$ cat src/logic/stash_pkg.sv
package stash_pkg;

    // ----------------------------------------
    // Entry geometry
    // ----------------------------------------
    localparam int KEY_WID    = 8;
    localparam int VALUE_WID  = 16;
    localparam int STASH_SIZE = 8;

    localparam int IDX_WID  = $clog2(STASH_SIZE);
    localparam int FILL_WID = $clog2(STASH_SIZE + 1);

    typedef logic [KEY_WID-1:0]   key_t;
    typedef logic [VALUE_WID-1:0] value_t;
    typedef logic [IDX_WID-1:0]   idx_t;
    typedef logic [FILL_WID-1:0]  fill_t;

    // ----------------------------------------
    // APB register side
    // ----------------------------------------
    typedef logic [7:0]  apb_addr_t;
    typedef logic [31:0] apb_data_t;
    typedef logic [15:0] evt_cnt_t;

    // Info codes reported in INFO
    localparam logic [7:0] DB_TYPE_STASH      = 8'd2;
    localparam logic [7:0] DB_STASH_TYPE_FIFO = 8'd1;

    // Register map
    localparam apb_addr_t REG_INFO     = 8'h00;
    localparam apb_addr_t REG_STATUS   = 8'h04;
    localparam apb_addr_t REG_CONTROL  = 8'h08;
    localparam apb_addr_t REG_PUSH_CNT = 8'h0C;
    localparam apb_addr_t REG_POP_CNT  = 8'h10;

    // ----------------------------------------
    // Init sequencing
    // ----------------------------------------
    typedef enum logic [1:0] {
        CORE_RESET,
        CORE_INIT,
        CORE_READY
    } core_state_t;

endpackage : stash_pkg
$ cat src/logic/stash_top.sv
`timescale 1ns/1ps

module stash_top (
    input  logic                    clk,
    input  logic                    __srst,
    output logic                    init_done,

    // Application write port
    input  logic                    wr_req,
    input  logic                    wr_next,
    input  stash_pkg::key_t         wr_key,
    input  stash_pkg::value_t       wr_value,
    input  logic                    wr_valid,
    output logic                    wr_rdy,
    output logic                    wr_ack,
    output logic                    wr_error,

    // Application read port
    input  logic                    rd_req,
    input  logic                    rd_next,
    input  stash_pkg::key_t         rd_key,
    output logic                    rd_rdy,
    output logic                    rd_ack,
    output logic                    rd_valid,
    output stash_pkg::value_t       rd_value,
    output stash_pkg::key_t         rd_next_key,
    output logic                    rd_error,

    // APB register port
    input  stash_pkg::apb_addr_t    paddr,
    input  logic                    psel,
    input  logic                    penable,
    input  logic                    pwrite,
    input  stash_pkg::apb_data_t    pwdata,
    output stash_pkg::apb_data_t    prdata,
    output logic                    pready,
    output logic                    pslverr
);

    import stash_pkg::*;

    // ----------------------------------------
    // Internal wires
    // ----------------------------------------
    logic   local_srst;
    logic   init_req;
    logic   wr_accept;
    logic   push_safe;
    logic   pop_safe;
    fill_t  fill;
    logic   empty;
    logic   full;

    db_core db_core_i (
        .clk        ( clk ),
        .__srst     ( __srst ),
        .init_req   ( init_req ),
        .wr_req     ( wr_req ),
        .wr_next    ( wr_next ),
        .full       ( full ),
        .empty      ( empty ),
        .local_srst ( local_srst ),
        .init_done  ( init_done ),
        .wr_rdy     ( wr_rdy ),
        .rd_rdy     ( rd_rdy ),
        .wr_accept  ( wr_accept ),
        .wr_ack     ( wr_ack ),
        .wr_error   ( wr_error )
    );

    fifo_ctrl fifo_ctrl_i (
        .clk        ( clk ),
        .local_srst ( local_srst ),
        .wr_accept  ( wr_accept ),
        .wr_next    ( wr_next ),
        .push_safe  ( push_safe ),
        .pop_safe   ( pop_safe ),
        .fill       ( fill ),
        .empty      ( empty ),
        .full       ( full )
    );

    stash_fifo stash_fifo_i (
        .clk         ( clk ),
        .local_srst  ( local_srst ),
        .push_safe   ( push_safe ),
        .pop_safe    ( pop_safe ),
        .fill        ( fill ),
        .empty       ( empty ),
        .wr_key      ( wr_key ),
        .wr_value    ( wr_value ),
        .wr_valid    ( wr_valid ),
        .rd_req      ( rd_req ),
        .rd_rdy      ( rd_rdy ),
        .rd_next     ( rd_next ),
        .rd_key      ( rd_key ),
        .rd_ack      ( rd_ack ),
        .rd_valid    ( rd_valid ),
        .rd_value    ( rd_value ),
        .rd_next_key ( rd_next_key ),
        .rd_error    ( rd_error )
    );

    stash_regs stash_regs_i (
        .clk        ( clk ),
        .__srst     ( __srst ),
        .paddr      ( paddr ),
        .psel       ( psel ),
        .penable    ( penable ),
        .pwrite     ( pwrite ),
        .pwdata     ( pwdata ),
        .prdata     ( prdata ),
        .pready     ( pready ),
        .pslverr    ( pslverr ),
        .fill       ( fill ),
        .empty      ( empty ),
        .full       ( full ),
        .push_safe  ( push_safe ),
        .pop_safe   ( pop_safe ),
        .init_req   ( init_req )
    );

endmodule : stash_top

$ cat src/logic/stash_regs.sv
`timescale 1ns/1ps

module stash_regs (
    input  logic                    clk,
    input  logic                    __srst,

    // APB slave
    input  stash_pkg::apb_addr_t    paddr,
    input  logic                    psel,
    input  logic                    penable,
    input  logic                    pwrite,
    input  stash_pkg::apb_data_t    pwdata,
    output stash_pkg::apb_data_t    prdata,
    output logic                    pready,
    output logic                    pslverr,

    // Status from the stash
    input  stash_pkg::fill_t        fill,
    input  logic                    empty,
    input  logic                    full,
    input  logic                    push_safe,
    input  logic                    pop_safe,

    output logic                    init_req
);

    import stash_pkg::*;

    // ----------------------------------------
    // Signals
    // ----------------------------------------
    logic       access;
    logic       addr_hit;
    evt_cnt_t   push_cnt;
    evt_cnt_t   pop_cnt;

    // No wait states
    assign access = psel && penable;
    assign pready = access;

    // ----------------------------------------
    // Read decode
    // ----------------------------------------
    always_comb begin
        addr_hit = 1'b1;
        prdata   = '0;
        case (paddr)
            REG_INFO:     prdata = {8'd0, 8'(STASH_SIZE), DB_STASH_TYPE_FIFO, DB_TYPE_STASH};
            REG_STATUS:   prdata = {22'd0, full, empty, 8'(fill)};
            REG_CONTROL:  prdata = '0;
            REG_PUSH_CNT: prdata = {16'd0, push_cnt};
            REG_POP_CNT:  prdata = {16'd0, pop_cnt};
            default:      addr_hit = 1'b0;
        endcase
    end

    assign pslverr = access && !addr_hit;

    // ----------------------------------------
    // Control and event counters
    // ----------------------------------------
    // Single access phase gives a one-cycle pulse
    always_ff @(posedge clk) begin
        if (__srst) begin
            init_req <= 1'b0;
        end else begin
            init_req <= access && pwrite && (paddr == REG_CONTROL) && pwdata[0];
        end
    end

    always_ff @(posedge clk) begin
        if (__srst || init_req) begin
            push_cnt <= '0;
            pop_cnt  <= '0;
        end else begin
            if (push_safe) push_cnt <= push_cnt + 1'b1;
            if (pop_safe)  pop_cnt  <= pop_cnt + 1'b1;
        end
    end

    // Access phase only follows a selected setup phase
    penable_in_sel : assert property (
        @(posedge clk) disable iff (__srst)
        penable |-> psel
    ) else $error("stash_regs: penable high without psel");

endmodule : stash_regs

$ cat src/logic/stash_fifo.sv
`timescale 1ns/1ps

module stash_fifo (
    input  logic                clk,
    input  logic                local_srst,

    // Protected strobes and occupancy from the FIFO controller
    input  logic                push_safe,
    input  logic                pop_safe,
    input  stash_pkg::fill_t    fill,
    input  logic                empty,

    // Write payload
    input  stash_pkg::key_t     wr_key,
    input  stash_pkg::value_t   wr_value,
    input  logic                wr_valid,

    // Read request
    input  logic                rd_req,
    input  logic                rd_rdy,
    input  logic                rd_next,
    input  stash_pkg::key_t     rd_key,

    // Read response
    output logic                rd_ack,
    output logic                rd_valid,
    output stash_pkg::value_t   rd_value,
    output stash_pkg::key_t     rd_next_key,
    output logic                rd_error
);

    import stash_pkg::*;

    // ----------------------------------------
    // Signals
    // ----------------------------------------
    key_t                   stash_key   [STASH_SIZE];
    value_t                 stash_value [STASH_SIZE];
    logic [STASH_SIZE-1:0]  stash_valid;
    logic [STASH_SIZE-1:0]  slot_used;

    idx_t                   head_idx;
    logic                   rd_accept;

    // First pipeline stage
    logic                   rd_p1;
    logic                   next_p1;
    logic [STASH_SIZE-1:0]  slot_match;
    logic [STASH_SIZE-1:0]  slot_valid_p1;
    value_t                 slot_value_p1 [STASH_SIZE];
    logic                   head_valid;
    value_t                 head_value;
    key_t                   head_key;
    logic                   head_empty;

    // Match select
    logic                   hit;
    idx_t                   hit_idx;

    // Oldest entry sits just below the fill level
    assign head_idx  = idx_t'(fill - fill_t'(1));
    assign rd_accept = rd_req && rd_rdy;

    // ----------------------------------------
    // Storage
    // ----------------------------------------
    // New entries always enter at slot 0
    always_ff @(posedge clk) begin
        if (push_safe) begin
            for (int i = 1; i < STASH_SIZE; i++) begin
                stash_key[i]   <= stash_key[i-1];
                stash_value[i] <= stash_value[i-1];
                stash_valid[i] <= stash_valid[i-1];
            end
            stash_key[0]   <= wr_key;
            stash_value[0] <= wr_value;
            stash_valid[0] <= wr_valid;
        end
    end

    // Popped head drops out of the lookup
    always_ff @(posedge clk) begin
        if (local_srst) begin
            slot_used <= '0;
        end else if (push_safe) begin
            slot_used <= {slot_used[STASH_SIZE-2:0], 1'b1};
        end else if (pop_safe) begin
            slot_used[head_idx] <= 1'b0;
        end
    end

    // ----------------------------------------
    // Read stage 1
    // ----------------------------------------
    always_ff @(posedge clk) begin
        if (local_srst) begin
            rd_p1 <= 1'b0;
        end else begin
            rd_p1 <= rd_accept;
        end
    end

    always_ff @(posedge clk) begin
        next_p1 <= rd_next;
        for (int i = 0; i < STASH_SIZE; i++) begin
            slot_match[i]    <= slot_used[i] && (stash_key[i] == rd_key);
            slot_valid_p1[i] <= stash_valid[i];
            slot_value_p1[i] <= stash_value[i];
        end
        head_valid <= stash_valid[head_idx];
        head_value <= stash_value[head_idx];
        head_key   <= stash_key[head_idx];
        head_empty <= empty;
    end

    // Lowest matching slot is the newest entry
    always_comb begin
        hit     = 1'b0;
        hit_idx = '0;
        for (int i = STASH_SIZE - 1; i >= 0; i--) begin
            if (slot_match[i]) begin
                hit     = 1'b1;
                hit_idx = idx_t'(i);
            end
        end
    end

    // ----------------------------------------
    // Read stage 2
    // ----------------------------------------
    always_ff @(posedge clk) begin
        if (local_srst) begin
            rd_ack <= 1'b0;
        end else begin
            rd_ack <= rd_p1;
        end
    end

    always_ff @(posedge clk) begin
        if (next_p1) begin
            rd_valid    <= head_valid;
            rd_value    <= head_value;
            rd_next_key <= head_key;
            rd_error    <= head_empty;
        end else begin
            rd_valid    <= hit && slot_valid_p1[hit_idx];
            rd_value    <= hit ? slot_value_p1[hit_idx] : '0;
            rd_next_key <= '0;
            rd_error    <= 1'b0;
        end
    end

    // Slot occupancy tracks the controller's count
    used_matches_fill : assert property (
        @(posedge clk) disable iff (local_srst)
        $countones(slot_used) == int'(fill)
    ) else $error("stash_fifo: occupied slots disagree with fill");

endmodule : stash_fifo

$ cat src/logic/db_core.sv
`timescale 1ns/1ps

module db_core (
    input  logic    clk,
    input  logic    __srst,

    // Software init request
    input  logic    init_req,

    // Application write request
    input  logic    wr_req,
    input  logic    wr_next,

    // Occupancy flags for the error response
    input  logic    full,
    input  logic    empty,

    output logic    local_srst,
    output logic    init_done,
    output logic    wr_rdy,
    output logic    rd_rdy,
    output logic    wr_accept,
    output logic    wr_ack,
    output logic    wr_error
);

    import stash_pkg::*;

    // ----------------------------------------
    // Init state machine
    // ----------------------------------------
    core_state_t state;

    always_ff @(posedge clk) begin
        if (__srst) begin
            state <= CORE_RESET;
        end else begin
            case (state)
                CORE_RESET: state <= CORE_INIT;
                CORE_INIT:  state <= CORE_READY;
                CORE_READY: begin
                    if (init_req) begin
                        state <= CORE_INIT;
                    end
                end
                default:    state <= CORE_RESET;
            endcase
        end
    end

    // Storage is held in reset until the core is ready
    assign local_srst = (state != CORE_READY);

    assign init_done = (state == CORE_READY);
    assign wr_rdy    = (state == CORE_READY);
    assign rd_rdy    = (state == CORE_READY);

    assign wr_accept = wr_req && wr_rdy;

    // ----------------------------------------
    // Write response
    // ----------------------------------------
    always_ff @(posedge clk) begin
        if (__srst) begin
            wr_ack <= 1'b0;
        end else begin
            wr_ack <= wr_accept;
        end
    end

    // Pop fails on empty and push fails on full
    always_ff @(posedge clk) begin
        if (wr_accept) begin
            wr_error <= wr_next ? empty : full;
        end
    end

    // Every ack belongs to a write accepted one cycle earlier
    ack_after_accept : assert property (
        @(posedge clk) disable iff (__srst)
        wr_ack |-> $past(wr_accept)
    ) else $error("db_core: wr_ack without a preceding acceptance");

endmodule : db_core

$ cat src/logic/fifo_ctrl.sv
`timescale 1ns/1ps

module fifo_ctrl (
    input  logic                clk,
    input  logic                local_srst,

    // Accepted write transaction from the core
    input  logic                wr_accept,
    input  logic                wr_next,

    // Protected strobes towards storage and counters
    output logic                push_safe,
    output logic                pop_safe,

    // Occupancy
    output stash_pkg::fill_t    fill,
    output logic                empty,
    output logic                full
);

    import stash_pkg::*;

    // ----------------------------------------
    // Signals
    // ----------------------------------------
    fill_t fill_q;

    // ----------------------------------------
    // Overflow and underflow protection
    // ----------------------------------------
    // Push on a full stash and pop on an empty one are dropped
    assign push_safe = wr_accept && !wr_next && !full;
    assign pop_safe  = wr_accept &&  wr_next && !empty;

    // ----------------------------------------
    // Occupancy count
    // ----------------------------------------
    always_ff @(posedge clk) begin
        if (local_srst) begin
            fill_q <= '0;
        end else if (push_safe) begin
            fill_q <= fill_q + fill_t'(1);
        end else if (pop_safe) begin
            fill_q <= fill_q - fill_t'(1);
        end
    end

    assign fill  = fill_q;
    assign empty = (fill_q == '0);
    assign full  = (fill_q == fill_t'(STASH_SIZE));

    // ----------------------------------------
    // Checks
    // ----------------------------------------
    // Count stays within the storage depth
    fill_in_range : assert property (
        @(posedge clk) disable iff (local_srst)
        fill_q <= fill_t'(STASH_SIZE)
    ) else $error("fifo_ctrl: occupancy above STASH_SIZE");

    // Push and pop share one write port and never fire together
    strobes_excl : assert property (
        @(posedge clk) disable iff (local_srst)
        !(push_safe && pop_safe)
    ) else $error("fifo_ctrl: push and pop in the same cycle");

endmodule : fifo_ctrl

$ cat config.mk
export PLATFORM = sky130hd
export DESIGN_NAME = stash_top
export DESIGN_NICKNAME = d
export VERILOG_FILES = /design/src/logic/stash_pkg.sv /design/src/logic/stash_top.sv /design/src/logic/stash_regs.sv /design/src/logic/stash_fifo.sv /design/src/logic/db_core.sv /design/src/logic/fifo_ctrl.sv
export SDC_FILE = /design/constraint.sdc
export NUM_CORES = 1
export LEC_CHECK = 0
export ABC_AREA = 0
export BUFFER_PORTS_ARGS = -buffer_cell sky130_fd_sc_hd__buf_2
export CAP_MARGIN = 20
export CORE_UTILIZATION = 55
export CTS_CLUSTER_DIAMETER = 80
export CTS_CLUSTER_SIZE = 30
export DETAILED_ROUTE_END_ITERATION = 10
export PLACE_DENSITY_LB_ADDON = 0.3
export SYNTH_ARGS = -nofsm -noshare
export SYNTH_HDL_FRONTEND = slang
export SYNTH_SLANG_ARGS = --single-unit
$ cat constraint.sdc
create_clock -name clk -period 9.3 [get_ports clk]
set_clock_uncertainty 0.15 [all_clocks]
set_input_delay 2.325 -clock clk [delete_from_list [all_inputs] [get_ports clk]]
set_output_delay 2.325 -clock clk [all_outputs]
set_load 0.05 [all_outputs]
==> flow_summary.toml <==
[setup_path]
critPathKind = "in2out"
crit_path_start_kind = "input pin"
critPathSlowestCell = "and3_1"
setup.worst_path.start = "paddr[5]"
arrival_ps = 4150
cp_cell_sequence = "buf_2 -> nor3_1 -> and3b_1 -> and3_1 -> a222oi_1 -> inv_1 -> buf_2"
critPathMaxStageDelay_ps = 540
cp_common_cell = "buf_2"
crit_required_ps = 6830
crit_buf_inv = 3
crit_family = "simple AND/OR/NAND/NOR gates"
r2r-start = "fifo_ctrl_i.fill[0]$_SDFFE_PN0P_"
path_max_fanout = 16
worstSetupEndpointType = "output pin"

[place]
port_buffers = 101
place_congestion = 0.872
place_hpwl_um = 20900

[grt]
grtUsageTotal_pct = 23.5
overflow = 0
grt_pass1_wl_um = 52700
grt_pass1_vias = 9533
antenna_found_initial = 3
grt_max_degree = 155

[clock_network]
cts_root_buffer = "clkbuf_16"
cts_setup_buffers = 0
htreeDepth = 1
cts_tree = "built"
clk_path_buf_depth = 3
cts.clk_slew.worst_paths_ps = 100
post_cts_resized = 0
numCtsBuffers = 19
numClockSinks = 448
cts_hold_buf = 0
clk_latency_ps = 530

[power_and_ir_drop]
finalPower_mw = 3.26
pwr_density_cell_nw_per_um2 = 190
irDropWorstVdd_mv = 0.144
leakage_nw = 6.09

[synthesis]
async_reset_ff_share_pct = 0
netlist.area_leader.share_pct = 38.1
yosys.area.top_type = "edfxtp_1"
synth.distinct_cells = 59
yosysWarnings = 0
synth-edff-count = 201
synth_flop_cell = "dfxtp_1"
avgSynthCellArea_um2 = 13.2
synth_seq_cells = 448
ys_seq_area_share_pct = 69.4
synth_area_leaders = "edfxtp_1 (38%), dfxtp_1 (31%), a22oi_1 (4.8%)"
syn-cell-area_um2 = 15800
synthCells = 1200

[finish]
final_cell_mix = "dfxtp_1 (247), edfxtp_1 (201), a22oi_1 (102)"
final_nets = 1354
drive_above_1_share_pct = 12.7
final_common_cell = "dfxtp_1"
areaGrowthSynthToFinish_pct = 8.36

[timing]
finalMaxSlewViolations = 0
hold_violations = 0
fin_crit_sh_pct = 71.3
slew_headroom_pct = 24.5
tightest_slew_ps = 1130
fin_tns_setup_ps = 0
hold_ws_ps = 233
fin_crit_ps = 6630
setup_viol = 0
rsz0062_at_grt = "no"
max_freq_ghz = 0.151

[drt]
first_pass_iters = 5
viasPerCell = 5.90
wirelength_um = 34500
drtIter0Drc = 1107
vias = 9780
drc = 0
postRouteAntennaNets = 0
routedWlPerCell_um = 20.8

[floorplanning]
die_area_um2 = 29500
die_w_um = 172
ios = 148
core_region_area_um2 = 28100
die_h_um = 172
rows = 61
initial_utilization_pct = 56.4

[status]
status = "finished clean"

[run]
maxCapViolCount = 0

[hold_path]
hold_class = "reg2reg"
worstHoldStart = "stash_fifo_i.stash_value[7][2]$_DFFE_PP_"
==> routing by layer <==
metal	vias to the layer above	share of wire [%]	GRT usage, %
met5	-	0	0
met1	4855	43	31.6
met2	317	49	40.1
met4	0	2.3	6.33
met3	57	5.4	3.11
li1	4551	-	-
==> final timing paths <==
path	depth (start not counted)	slack [ps]	to
setup / recovery	7	2670	prdata[2]
hold / removal	0	230	stash_fifo_i.slot_value_p1[7][2]$_DFF_P_
setup reg to reg	6	5290	stash_fifo_i.stash_key[2][6]$_DFFE_PP_
hold reg to reg	0	230	stash_fifo_i.slot_value_p1[7][2]$_DFF_P_
==> sequential cells by signal, indices dropped and copies added, names as in the netlist, 16 cells and up <==
signal and cells:
stash_fifo_i.slot_value_p1 128, stash_fifo_i.stash_value 128, stash_fifo_i.stash_key 64, stash_fifo_i.head_value 16
stash_fifo_i.rd_value 16, stash_regs_i.pop_cnt 16, stash_regs_i.push_cnt 16
==> power breakdown <==
| part | internal, mW | switching (mW) |
|---|---|---|
| clock | 0.396 | 0.573 |
| combinational | 0.0462 | 0.125 |
| sequential | 2.10 | 0.0212 |
==> cell usage after synthesis (all sizes together) (13+ instances only) <==
| library cell | instances |
|---|---|
| buf | 34 |
| a211oi | 26 |
| a22oi | 102 |
| edfxtp | 201 |
| a21oi | 21 |
| xor2 | 60 |
| o31ai | 16 |
| inv | 16 |
| clkbuf | 43 |
| and3 | 40 |
| nand4 | 38 |
| nor2 | 72 |
| nor4 | 17 |
| o22ai | 13 |
| and2 | 14 |
| nand2 | 61 |
| dfxtp | 247 |
| nand3 | 26 |
| xnor2 | 37 |
| o21ai | 13 |
==> kinds of logic after synthesis <==
| family | synth area share (%) |
|---|---|
| flops | 69.4 |
| fa+ha+maj | 0.316 |
| simple gates | 11.3 |
| other cells | 0.0237 |
| compound gates | 10.9 |
| buf+inv | 2.83 |
| xor+xnor | 5.37 |
==> worst reg2reg max path: cells and delay by family (launching register included) <==
kind,cells,cell delay [ps]
flip-flops,1,620
AND/OR/NAND/NOR,2,880
buffers and inverters,3,1630
adder cells (fa/ha/maj),1,320
==> through the flow <==
stage | utilization, % | instance area [um^2] | instances | worst slack, ps
detailed placement | 59.1 | 16600 | 1625 | 2700
global route | 61.1 | 17200 | 1657 | 2560
CTS | 61.1 | 17200 | 1657 | 2700
finish | 61.1 | 17200 | 1658 | 2670
global placement | 59.1 | 16600 | 1625 | 2770
floorplan | - | 15900 | 1214 | 2930
==> cell type report <==
| type | count | area (um^2) |
|---|---|---|
| Timing Repair Buffer | 110 | 573 |
| Fill cell | 2228 | 10900 |
| Sequential cell | 448 | 11000 |
| Clock buffer | 27 | 509 |
| Antenna cell | 1 | 2.50 |
| Tap cell | 378 | 473 |
| Inverter | 16 | 67.6 |
| Clock inverter | 5 | 41.3 |
| Multi-Input combinational cell | 673 | 4510 |
Power figures use the tool's default switching activity.
